<file path="config.mk">
export PLATFORM = sky130hd
export DESIGN_NAME = msx_top
export DESIGN_NICKNAME = d
export VERILOG_FILES = /design/src/verilog/msx_io_pkg.sv /design/src/verilog/msx_audio_pkg.sv /design/src/verilog/msx_cpu_bus.sv /design/src/verilog/msx_io_decode.sv /design/src/verilog/msx_ppi.sv /design/src/verilog/msx_psg_port.sv /design/src/verilog/msx_audio_mix.sv /design/src/verilog/msx_top.sv
export SDC_FILE = /design/constraint.sdc
export NUM_CORES = 1
export LEC_CHECK = 0
export BUFFER_PORTS_ARGS = -buffer_cell sky130_fd_sc_hd__buf_2
export CAP_MARGIN = 40
export CORE_MARGIN = 1
export CORE_UTILIZATION = 45
export DETAILED_ROUTE_END_ITERATION = 10
export PLACE_DENSITY = 0.91
export SLEW_MARGIN = 20
export SYNTH_ARGS = -nofsm -noshare
export SYNTH_HDL_FRONTEND = slang
export SYNTH_SLANG_ARGS = --single-unit
</file>
<file path="constraint.sdc">
create_clock -name clk21m -period 3.8 [get_ports clk21m]
set_input_delay 0.19 -clock clk21m [delete_from_list [all_inputs] [get_ports clk21m]]
set_output_delay 0.19 -clock clk21m [all_outputs]
set_load 0.02 [all_outputs]
</file>
<file path="src/verilog/msx_io_pkg.sv">
`default_nettype none

package msx_io_pkg;

   // upper five bits of the I/O port address
   localparam logic [4:0] io_psg_base = 5'b10100;
   localparam logic [4:0] io_ppi_base = 5'b10101;
   localparam logic [4:0] io_vdp_base = 5'b10011;

   // 8255 register select from address bits 1:0
   localparam logic [1:0] ppi_reg_a    = 2'd0;
   localparam logic [1:0] ppi_reg_b    = 2'd1;
   localparam logic [1:0] ppi_reg_c    = 2'd2;
   localparam logic [1:0] ppi_reg_ctrl = 2'd3;

   // data bus level when nothing drives a read
   localparam logic [7:0] bus_idle_data = 8'hff;

   // control word, bit 7 picks mode-set (1) or port C bit set/reset (0)
   typedef union packed {
      struct packed {
         logic       mode_set;
         logic [1:0] grp_a_mode;
         logic       port_a_in;
         logic       port_ch_in;
         logic       grp_b_mode;
         logic       port_b_in;
         logic       port_cl_in;
      } mode;
      struct packed {
         logic       mode_set;
         logic [2:0] unused;
         logic [2:0] bit_sel;
         logic       bit_val;
      } bsr;
   } ppi_ctrl_u;

endpackage

`default_nettype wire

</file>
<file path="src/verilog/msx_audio_pkg.sv">
`default_nettype none

package msx_audio_pkg;

   // source and mixer widths
   localparam int psg_level_w = 10;
   localparam int dev_sound_w = 16;
   localparam int mix_w       = 17;

   // weight of each source inside the PSG sum
   localparam int beep_shift = 5;
   localparam int cas_shift  = 4;
   // PSG sum up to mixer scale
   localparam int psg_shift  = 4;

   // clip codes of the 16 bit output
   localparam logic [15:0] audio_pos_max = 16'h7fff;
   localparam logic [15:0] audio_neg_max = 16'h8000;

endpackage

`default_nettype wire

</file>
<file path="src/verilog/msx_cpu_bus.sv">
`default_nettype none
`timescale 1ns/10ps

module msx_cpu_bus (
   input  wire logic       clk21m,
   input  wire logic       exwait_n,
   input  wire logic       ce_3m58_i,
   input  wire logic       m1_n_i,
   input  wire logic       ppi_cs_i,
   input  wire logic [1:0] page_i,
   input  wire logic [7:0] port_a_i,
   output logic            wait_n_o,
   output logic [1:0]      slot_o
);

   // wait_n_o as seen at the last ce edge
   logic wait_seen_n;
   // slot register written at least once
   logic map_valid_q;

   // one wait per opcode fetch
   always_ff @(posedge clk21m or negedge exwait_n) begin
      if (!exwait_n) begin
         wait_n_o    <= 1'b1;
         wait_seen_n <= 1'b1;
      end else begin
         // low state already seen by the CPU, release
         if (!wait_seen_n) begin
            wait_n_o <= 1'b1;
         end else if (ce_3m58_i && !m1_n_i && wait_n_o) begin
            wait_n_o <= 1'b0;
         end
         if (ce_3m58_i) begin
            wait_seen_n <= wait_n_o;
         end
      end
   end

   always_ff @(posedge clk21m or negedge exwait_n) begin
      if (!exwait_n) begin
         map_valid_q <= 1'b0;
      end else if (ppi_cs_i) begin
         map_valid_q <= 1'b1;
      end
   end

   // page 0 uses port A bits 1:0, page 3 bits 7:6
   always_comb begin
      if (!map_valid_q) begin
         slot_o = 2'b00;
      end else begin
         case (page_i)
            2'd0:    slot_o = port_a_i[1:0];
            2'd1:    slot_o = port_a_i[3:2];
            2'd2:    slot_o = port_a_i[5:4];
            default: slot_o = port_a_i[7:6];
         endcase
      end
   end

endmodule

`default_nettype wire

</file>
<file path="src/verilog/msx_io_decode.sv">
`default_nettype none
`timescale 1ns/10ps

module msx_io_decode (
   input  wire logic [7:0] port_addr_i,
   input  wire logic       iorq_n_i,
   input  wire logic       m1_n_i,
   input  wire logic       rd_n_i,
   input  wire logic [7:0] vdp_dout_i,
   input  wire logic [7:0] psg_dout_i,
   input  wire logic [7:0] ppi_dout_i,
   input  wire logic [7:0] mem_dout_i,
   output logic            psg_cs_o,
   output logic            ppi_cs_o,
   output logic            vdp_cs_o,
   output logic [7:0]      cpu_din_o
);

   import msx_io_pkg::*;

   // I/O cycle that is not an interrupt acknowledge
   logic io_cycle;

   assign io_cycle = !iorq_n_i && m1_n_i;

   // each chip owns eight ports
   assign psg_cs_o = io_cycle && (port_addr_i[7:3] == io_psg_base);
   assign ppi_cs_o = io_cycle && (port_addr_i[7:3] == io_ppi_base);
   assign vdp_cs_o = io_cycle && (port_addr_i[7:3] == io_vdp_base);

   // read source, first match wins
   always_comb begin
      if (rd_n_i) begin
         cpu_din_o = bus_idle_data;
      end else if (vdp_cs_o) begin
         cpu_din_o = vdp_dout_i;
      end else if (psg_cs_o) begin
         cpu_din_o = psg_dout_i;
      end else if (ppi_cs_o) begin
         cpu_din_o = ppi_dout_i;
      end else begin
         // memory cycle or unmapped port
         cpu_din_o = mem_dout_i;
      end
   end

endmodule

`default_nettype wire

</file>
<file path="src/verilog/msx_ppi.sv">
`default_nettype none
`timescale 1ns/10ps

module msx_ppi (
   input  wire logic       clk21m,
   input  wire logic       exwait_n,
   input  wire logic       cs_i,
   input  wire logic       wr_n_i,
   input  wire logic [1:0] reg_i,
   input  wire logic [7:0] din_i,
   input  wire logic [7:0] kbd_data_i,
   output logic [7:0]      dout_o,
   output logic [7:0]      port_a_o,
   output logic [7:0]      port_c_o
);

   import msx_io_pkg::*;

   logic       wr_en;
   ppi_ctrl_u  ctrl_w;
   logic [7:0] port_a_q;
   logic [7:0] port_c_q;

   assign wr_en  = cs_i && !wr_n_i;
   assign ctrl_w = ppi_ctrl_u'(din_i);

   // port B is always the keyboard input, writes to it are dropped
   always_ff @(posedge clk21m or negedge exwait_n) begin
      if (!exwait_n) begin
         port_a_q <= 8'h00;
         port_c_q <= 8'h00;
      end else if (wr_en) begin
         case (reg_i)
            ppi_reg_a: begin
               port_a_q <= din_i;
            end
            ppi_reg_c: begin
               port_c_q <= din_i;
            end
            ppi_reg_ctrl: begin
               if (ctrl_w.mode.mode_set) begin
                  // a mode change resets all outputs
                  port_a_q <= 8'h00;
                  port_c_q <= 8'h00;
               end else begin
                  port_c_q[ctrl_w.bsr.bit_sel] <= ctrl_w.bsr.bit_val;
               end
            end
            default: begin
            end
         endcase
      end
   end

   // reads of the control word float high
   always_comb begin
      case (reg_i)
         ppi_reg_a: dout_o = port_a_q;
         ppi_reg_b: dout_o = kbd_data_i;
         ppi_reg_c: dout_o = port_c_q;
         default:   dout_o = bus_idle_data;
      endcase
   end

   assign port_a_o = port_a_q;
   assign port_c_o = port_c_q;

endmodule

`default_nettype wire

</file>
<file path="src/verilog/msx_psg_port.sv">
`default_nettype none
`timescale 1ns/10ps

module msx_psg_port (
   input  wire logic       clk21m,
   input  wire logic       exwait_n,
   input  wire logic       ce_3m58_i,
   input  wire logic       psg_cs_i,
   input  wire logic [1:0] addr_i,
   input  wire logic [5:0] joy0_i,
   input  wire logic [5:0] joy1_i,
   input  wire logic [7:0] psg_iob_i,
   input  wire logic       cas_audio_i,
   output logic            psg_bdir_o,
   output logic            psg_bc1_o,
   output logic [7:0]      psg_ioa_o
);

   logic       sel_1st_q;
   logic       sel_2nd_q;
   logic       strobe;
   logic [5:0] joy_a;
   logic [5:0] joy_b;

   // active low joystick lines in PSG order, or all ones when switched off
   function automatic logic [5:0] joy_lines(input logic [5:0] joy, input logic off,
                                            input logic fire1_en, input logic fire2_en);
      logic [5:0] lines;
      lines = off ? 6'h3f : ~{joy[5], joy[4], joy[0], joy[1], joy[2], joy[3]};
      return lines & {fire2_en, fire1_en, 4'hf};
   endfunction

   // ce edges since the select went high
   always_ff @(posedge clk21m or negedge exwait_n) begin
      if (!exwait_n) begin
         sel_1st_q <= 1'b0;
         sel_2nd_q <= 1'b0;
      end else if (!psg_cs_i) begin
         sel_1st_q <= 1'b0;
         sel_2nd_q <= 1'b0;
      end else if (ce_3m58_i) begin
         sel_1st_q <= 1'b1;
         sel_2nd_q <= sel_1st_q;
      end
   end

   // strobe ends after two ce edges, apart from the ce cycle itself
   assign strobe     = psg_cs_i && (!sel_2nd_q || ce_3m58_i);
   assign psg_bdir_o = strobe && !addr_i[1];
   assign psg_bc1_o  = strobe && !addr_i[0];

   // port B bits 0..3 mask fire lines, 4/5 switch a joystick off
   assign joy_a = joy_lines(joy0_i, psg_iob_i[4], psg_iob_i[1], psg_iob_i[0]);
   assign joy_b = joy_lines(joy1_i, psg_iob_i[5], psg_iob_i[3], psg_iob_i[2]);

   assign psg_ioa_o = {cas_audio_i, 1'b0, psg_iob_i[6] ? joy_b : joy_a};

endmodule

`default_nettype wire

</file>
<file path="src/verilog/msx_audio_mix.sv">
`default_nettype none
`timescale 1ns/10ps

module msx_audio_mix (
   input  wire logic        [msx_audio_pkg::psg_level_w-1:0] psg_level_i,
   input  wire logic signed [msx_audio_pkg::dev_sound_w-1:0] dev_sound_i,
   input  wire logic                                         keybeep_i,
   input  wire logic                                         cas_motor_i,
   input  wire logic                                         cas_audio_i,
   output logic             [15:0]                           audio_o
);

   import msx_audio_pkg::*;

   logic                   cas_bit;
   logic [psg_level_w-1:0] psg_sum;
   logic [mix_w-1:0]       psg_scaled;
   logic [mix_w-1:0]       mix_sum;

   // tape monitor only while the motor relay is off
   assign cas_bit = cas_audio_i && !cas_motor_i;

   assign psg_sum = psg_level_i
                  + (psg_level_w'(keybeep_i) << beep_shift)
                  + (psg_level_w'(cas_bit) << cas_shift);

   assign psg_scaled = mix_w'(psg_sum) << psg_shift;
   assign mix_sum    = mix_w'(dev_sound_i) + psg_scaled;

   // top three bits decide between pass-through and clipping
   always_comb begin
      case (mix_sum[mix_w-1 -: 3])
         3'b000:                audio_o = {1'b0, mix_sum[mix_w-4:0], 1'b0};
         3'b111:                audio_o = {1'b1, mix_sum[mix_w-4:0], 1'b0};
         3'b001, 3'b010, 3'b011: audio_o = audio_pos_max;
         default:               audio_o = audio_neg_max;
      endcase
   end

endmodule

`default_nettype wire

</file>
<file path="src/verilog/msx_top.sv">
`default_nettype none
`timescale 1ns/10ps

module msx_top (
   input  wire logic                                         clk21m,
   input  wire logic                                         exwait_n,
   input  wire logic                                         ce_3m58_i,
   // Z80 bus
   input  wire logic        [15:0]                           cpu_addr_i,
   input  wire logic        [7:0]                            cpu_dout_i,
   input  wire logic                                         mreq_n_i,
   input  wire logic                                         iorq_n_i,
   input  wire logic                                         rd_n_i,
   input  wire logic                                         wr_n_i,
   input  wire logic                                         m1_n_i,
   output wire logic        [7:0]                            cpu_din_o,
   output wire logic                                         wait_n_o,
   // read data from outside chips
   input  wire logic        [7:0]                            mem_dout_i,
   input  wire logic        [7:0]                            vdp_dout_i,
   input  wire logic        [7:0]                            psg_dout_i,
   output wire logic                                         vdp_cs_o,
   // PSG bus and I/O ports
   output wire logic                                         psg_bdir_o,
   output wire logic                                         psg_bc1_o,
   output wire logic        [7:0]                            psg_ioa_o,
   input  wire logic        [7:0]                            psg_iob_i,
   input  wire logic        [msx_audio_pkg::psg_level_w-1:0] psg_level_i,
   // keyboard matrix
   input  wire logic        [7:0]                            kbd_data_i,
   output wire logic        [3:0]                            kbd_row_o,
   input  wire logic        [5:0]                            joy0_i,
   input  wire logic        [5:0]                            joy1_i,
   // tape, slots and sound
   input  wire logic                                         cas_audio_i,
   output wire logic                                         cas_motor_o,
   output wire logic        [1:0]                            slot_o,
   input  wire logic signed [msx_audio_pkg::dev_sound_w-1:0] dev_sound_i,
   output wire logic        [15:0]                           audio_o
);

   wire       psg_cs;
   wire       ppi_cs;
   wire [7:0] ppi_dout;
   wire [7:0] port_a;
   wire [7:0] port_c;

   msx_io_decode u_io_decode (
      .port_addr_i (cpu_addr_i[7:0]),
      .iorq_n_i    (iorq_n_i),
      .m1_n_i      (m1_n_i),
      .rd_n_i      (rd_n_i),
      .vdp_dout_i  (vdp_dout_i),
      .psg_dout_i  (psg_dout_i),
      .ppi_dout_i  (ppi_dout),
      .mem_dout_i  (mem_dout_i),
      .psg_cs_o    (psg_cs),
      .ppi_cs_o    (ppi_cs),
      .vdp_cs_o    (vdp_cs_o),
      .cpu_din_o   (cpu_din_o)
   );

   msx_ppi u_ppi (
      .clk21m     (clk21m),
      .exwait_n   (exwait_n),
      .cs_i       (ppi_cs),
      .wr_n_i     (wr_n_i),
      .reg_i      (cpu_addr_i[1:0]),
      .din_i      (cpu_dout_i),
      .kbd_data_i (kbd_data_i),
      .dout_o     (ppi_dout),
      .port_a_o   (port_a),
      .port_c_o   (port_c)
   );

   // port C low nibble selects the keyboard row
   assign kbd_row_o   = port_c[3:0];
   assign cas_motor_o = port_c[4];

   msx_cpu_bus u_cpu_bus (
      .clk21m    (clk21m),
      .exwait_n  (exwait_n),
      .ce_3m58_i (ce_3m58_i),
      .m1_n_i    (m1_n_i),
      .ppi_cs_i  (ppi_cs),
      .page_i    (cpu_addr_i[15:14]),
      .port_a_i  (port_a),
      .wait_n_o  (wait_n_o),
      .slot_o    (slot_o)
   );

   msx_psg_port u_psg_port (
      .clk21m      (clk21m),
      .exwait_n    (exwait_n),
      .ce_3m58_i   (ce_3m58_i),
      .psg_cs_i    (psg_cs),
      .addr_i      (cpu_addr_i[1:0]),
      .joy0_i      (joy0_i),
      .joy1_i      (joy1_i),
      .psg_iob_i   (psg_iob_i),
      .cas_audio_i (cas_audio_i),
      .psg_bdir_o  (psg_bdir_o),
      .psg_bc1_o   (psg_bc1_o),
      .psg_ioa_o   (psg_ioa_o)
   );

   // key click is port C bit 7
   msx_audio_mix u_audio_mix (
      .psg_level_i (psg_level_i),
      .dev_sound_i (dev_sound_i),
      .keybeep_i   (port_c[7]),
      .cas_motor_i (port_c[4]),
      .cas_audio_i (cas_audio_i),
      .audio_o     (audio_o)
   );

endmodule

`default_nettype wire

</file>
Yosys cells after proc, flatten, opt, wreduce, memory -nomap -nowiden
Cells that the tools add are included.
- register bits after elaboration: 21
- input bits: 111
- output and inout port bits: 43
- word-level logic and storage cells: 83
- add/subtract/negate cells: 3
- $lt $le $gt $ge: 2
- equality and inequality tests: 15
- mux-type cells: 24
- bitwise operators: 4
- reductions and logical operators: 28
- operator list (cell ; count):
    2-to-1 mux 8 bit ; 6
    one-hot mux 16 bit (3 select lines) ; 1
    one-hot mux 8 bit (2 select lines) ; 2
    one-hot mux 8 bit (3 select lines) ; 1
    2-to-1 mux 6 bit ; 3
    adder 16 x 15 -> 17 bit ; 1
    == test 5 bit (second input constant) ; 3
    bitwise AND 6 bit ; 2
    logical AND 1 bit ; 12
    NOT 6 bit ; 2
    adder 10 x 5 -> 10 bit ; 1
    adder 10 x 6 -> 10 bit ; 1
    bitwise mux 8 bit ; 1
    logical NOT 1 bit ; 7
    2-to-1 mux 1 bit ; 7
    == test 2 bit (second input constant) ; 3
    == test 3 x 2 -> 1 bit (second input constant) ; 2
    != test 2 bit (second input constant) ; 3
    one-hot mux 2 bit (3 select lines) ; 1
    == test 2 x 1 -> 1 bit (second input constant) ; 2
    logical NOT 2 bit ; 2
    less-than comparator 3 x 4 -> 1 bit (second input constant) ; 1
    nonzero test 2 bit ; 2
    demux 1 bit (select 3 bit) ; 1
    other kinds (9) ; 9

Depth between registers and ports, before layout
- word-level depth: 7
- gate-level depth with buffers: 13
- depth with buffers taken out: 12

Hierarchy
A second synthesis with hierarchy kept.
- cell total of the unflattened synthesis: 341
- area, all modules: 2815.2 um2
- by module, submodules not included (module ; times used ; cells an instance ; area an instance (um2) ; sequential area each (um2)):
    msx_ppi ; 1 ; 129 ; 1114.8 ; 400.4
    msx_audio_mix ; 1 ; 128 ; 985.9 ; 0.0
    msx_io_decode ; 1 ; 44 ; 317.8 ; 0.0
    msx_psg_port ; 1 ; 28 ; 221.5 ; 50.0
    msx_cpu_bus ; 1 ; 12 ; 175.2 ; 77.6

Worst setup path before layout
Ideal clock, no wire load.
- path kind: reg2out
- from: reg u_ppi.port_c_q[4] (netlist: u_ppi.port_c_o[4])
- to: out audio_o[13]
- arrival: 3163 ps
- data required time: 3610 ps
- setup slack: 447 ps
- cell stages (with the launch flop): 13
- path buffers: 1
- cell sequence: dfrtp_1 nor2b_1 ha_1 fa_1 ha_1 a21oi_2 a21boi_4 o311ai_4 a211o_1 nand2_1 and3_1 buf_2 o21ai_1
- longest elaborated chain between the ends: 7
- elaborated cells on any way between the ends: 11
- classes of those cells: add/sub: 2; eq/ne: 4; mux: 1; reduce/logical: 4
- ends and longest elaborated chain (element ; line ; text):
    start: declaration ; msx_ppi.sv:22 ; logic [7:0] port_c_q;
    start signal: assignment ; msx_ppi.sv:38 ; port_c_q <= din_i;
    start signal: indexed assignment ; msx_ppi.sv:46 ; port_c_q[ctrl_w.bsr.bit_sel] <= ctrl_w.bsr.bit_val;
    logical NOT 1 bit * ; msx_audio_mix.sv:21 ; assign cas_bit = cas_audio_i && !cas_motor_i;
    logical AND 1 bit * ; msx_audio_mix.sv:21 ;
    adder 10 x 5 -> 10 bit * ; msx_audio_mix.sv:25 ; + (psg_level_w'(cas_bit) << cas_shift);
    adder 16 x 15 -> 17 bit * ; msx_audio_mix.sv:28 ; assign mix_sum = mix_w'(dev_sound_i) + psg_scaled;
    == test 3 x 1 -> 1 bit or == test 3 x 2 -> 1 bit (tied branches) ; msx_audio_mix.sv:32 ; case (mix_sum[mix_w-1 -: 3])
    OR reduction 3 bit ; msx_audio_mix.sv:32 ;
    one-hot mux 16 bit (3 select lines) * ; msx_audio_mix.sv:32 ;
    end: declaration ; msx_top.sv:39 ; output wire logic [15:0] audio_o
Every way passes the cells marked *; elsewhere a longest branch is shown, timed or not.

Worst setup path in the final report
- from: reg u_ppi.port_c_q[4] (netlist: u_ppi.port_c_o[4])
- to: out audio_o[11]
Same word-level chain as after synthesis.

==> impl_metrics.py <==
metrics = {
    "outcome": {
        "status": "finished clean",
    },
    "global_routing": {
        "grt_max_degree": 25,
        "first_global_vias": 2839,
        "grt_antenna_before_repair": 0,
        "grt_remaining_overflow": 0,
        "grt_pass1_wl_um": 12600,
        "track_usage_pct": 25.6,
    },
    "layout": {
        "area_growth_pct": 31.9,
        "drive_gt1_share_pct": 39.1,
        "layout_commonest_cell": "buf_2",
        "final_area_um2": 3470,
        "diodes": 0,
        "fin_cells": 548,
        "nNetsFinal": 603,
        "fillerInstances": 502,
        "layout_common_cells": "buf_2, a21oi_1, nand2_1",
    },
    "pwr": {
        "p_per_area_nw_per_um2": 347,
        "p_int_uw": 654,
        "pwr-share-seq_pct": 23.2,
        "peakVddDrop_v": 0.000239,
        "sw_frac_of_total_pct": 45.7,
        "p_leak_uw": 0.00171,
        "combPwrFrac_pct": 64.5,
        "clkPwrFrac_pct": 12.3,
        "p_sw_uw": 550,
    },
    "synthesis": {
        "ys_seq_area_share_pct": 20.1,
        "synth.distinct_cells": 55,
        "ys_seq_elements": 21,
        "synth_edf_count": 0,
        "yosys_warnings": 0,
        "syn_avg_cell_area_um2": 7.57,
        "syn-cell-area_um2": 2630,
        "synthArstFlopShare_pct": 100,
        "syn-num-nets": 473,
        "synthFlopType": "dfrtp_1",
        "synth_cells": 347,
    },
    "sta": {
        "period_needed_ns": 3.62,
        "rsz0062_at_grt": "false",
        "finalSetupViolations": 0,
        "drv_slew": 0,
        "finalHoldViolCount": 0,
        "hold_ws_ns": 0.186,
        "max_freq_mhz": 277,
        "slew_headroom_pct": 44.4,
        "tns_ns": 0,
        "tightest_slew_ns": 0.831,
        "finalCritPeriodShare_pct": 95.1,
        "skew_ns": 0.000155,
    },
    "cts": {
        "cts_max_level": 1,
        "cts_buffer_depth": 2,
        "cts_tree": "built",
        "clk_latency_ns": 0.26,
        "clkSinkCount": 21,
        "root_buffer": "clkbuf_8",
        "cts_made_buffers": 3,
        "clkSlewWorstSetupHoldPaths_ns": 0.07,
    },
    "placed_design": {
        "placed_area_um2": 3320,
        "portBuffers": 143,
        "dp.cells": 538,
        "gp_congestion": 0.873,
        "dpl.hpwl_um": 6570,
    },
    "worst_setup_path": {
        "worstPathMaxFanout": 8,
        "critical_path.max_stage_delay_ns": 0.40,
        "cp.required_ns": 3.61,
        "critPathLaunchType": "flop",
        "reg2reg_depth": 2,
        "cpMaxStageDelayCell": "fa_1",
        "end_kind": "output port",
        "critPathTopFamily": "compound AO/OA/AOI/OAI gates",
        "arrival_ns": 3.43,
        "crit_chain": "nor2b_2 -> ha_1 -> fa_1 -> xor2_1 -> ha_1 -> nand4_1 -> a21oi_2 -> o311ai_4 -> a211o_4 -> a31o_1 -> or3_1 -> buf_2",
        "cp.depth": 12,
        "crit_buf_inv": 1,
        "cp_common_cell": "ha_1",
        "path_class": "reg2out",
    },
    "route": {
        "highest-signal-layer": "met4",
        "avgViaCountPerCell": 5.80,
        "firstDrtPassIters": 4,
        "wl_met1_um": 3400,
        "route.detailed.drc": 0,
        "detail-route-antenna-nets": 0,
        "wl_per_cell_um": 15.1,
        "wl_met3_um": 518,
        "wl_met2_um": 4140,
        "first_iter_violations": 144,
        "drt_wl_total_um": 8290,
        "num_vias": 3179,
    },
    "run": {
        "drv_cap": 0,
    },
    "die": {
        "initial_core_util_pct": 47.1,
        "die_w_um": 78.4,
        "pin_count": 154,
        "core_area_um2": 5570,
        "fp.dieArea_um2": 6150,
        "die_h_um": 78.4,
        "row_count": 27,
    },
    "worst_hold_path": {
        "hp-class": "in2reg",
        "hold_path_depth": 3,
    },
}
## routing by layer
metal | track usage (%) | vias up
li1 | - | 1540
met2 | 46.3 | 152
met1 | 31.0 | 1459
met5 | 0 | -
met4 | 9.81 | 0
met3 | 2.79 | 28
## timing repair
| item | in CTS | in global routing |
|---|---|---|
| setup buffers | 0 | 3 |
| gates resized for setup | 4 | 8 |
| setup endpoints to repair | 8 | 15 |
| pin swaps | 1 | 2 |
| hold buffers | 1 | 0 |
| endpoints found under the hold margin | 19 | 0 |
| cloned | 0 | 1 |
## state kept, by name, indices dropped and copies added, names as in the netlist
signal                 cells
u_ppi.port_a_o             8
u_ppi.port_c_o             8
u_cpu_bus.map_valid_q      1
u_cpu_bus.wait_n_o         1
u_cpu_bus.wait_seen_n      1
u_psg_port.sel_1st_q       1
u_psg_port.sel_2nd_q       1
## cells by family (layout without fill, tap and decap cells)
family          after synthesis  after routing  synth area share, %
compound gates              135            135                 34.6
simple gates                105            106                 20.1
buf+inv                      47            175                 7.67
flops                        21             21                 20.1
fa+ha+maj                    15             15                 7.71
mux                          12             12                 6.00
xor+xnor                     11             11                 3.67
other cells                   1              1                0.143
## power groups by stage
stage | combinational, µW | sequential [µW] | clock (µW)
2_1_floorplan | 507 | 284 | 0
3_3_place_gp | 688 | 281 | 0
3_5_place_dp | 718 | 283 | 0
4_1_cts | 729 | 279 | 150
6_report | 776 | 279 | 148
5_1_grt | 841 | 283 | 161
## worst paths after layout
kind	slack (ns)	start	endpoint
min	0.19	m1_n_i	u_cpu_bus.wait_n_o$_DFFE_PN1P_
min reg2reg	0.46	u_cpu_bus.wait_seen_n$_DFFE_PN1P_	u_cpu_bus.wait_n_o$_DFFE_PN1P_
min in group asynchronous	0.42	exwait_n	u_ppi.port_c_o[5]$_DFFE_PN0P_
max	0.18	u_ppi.port_c_o[4]$_DFFE_PN0P_	audio_o[11]
max in group asynchronous	3.03	exwait_n	u_cpu_bus.wait_n_o$_DFFE_PN1P_
max reg2reg	2.76	u_ppi.port_c_o[7]$_DFFE_PN0P_	u_ppi.port_c_o[7]$_DFFE_PN0P_
## area by class of cell
class	instances	area [µm²]	share of cell area, %
Timing Repair Buffer	149	763	22.0
Clock buffer	4	45.0	1.30
Sequential cell	21	529	15.3
Multi-Input combinational cell	280	1960	56.4
Tap cell	72	90.1	2.60
Inverter	22	82.6	2.38
## metrics by stage
step | utilization, % | setup slack (ns) | power [µW]
after floorplan | - | 0.447 | 791
after global placement | 59.6 | 0.387 | 969
after detailed placement | 59.6 | 0.241 | 1000
after CTS | 60.9 | 0.0570 | 1160
after global routing | 62.2 | 0.0299 | 1290
final | 62.2 | 0.185 | 1200
## Yosys cell counts (4+ instances only)
library cell	count	area (µm²)
a31oi_1	5	31.3
nor2_1	18	67.6
inv_1	21	78.8
a21o_1	6	45.0
and3_1	4	25.0
buf_4	6	45.0
a22oi_1	4	30.0
nand2_1	34	128
nand3_1	7	35.0
a21oi_1	42	210
clkbuf_1	15	56.3
o21ai_1	11	55.1
o21ai_0	20	100
nor3_1	11	55.1
xnor2_1	8	70.1
a211o_1	9	78.8
ha_1	13	163
mux2_2	9	101
nand2b_1	13	81.3
o31ai_1	5	37.5
dfrtp_1	19	475
o221ai_1	11	96.3
## tightest hold or removal path: stages
cell and delay [ns]:
buf_2 0.09, o21ai_0 0.06, nand2_1 0.07
Note: power is estimated with default switching activity, not from simulation.
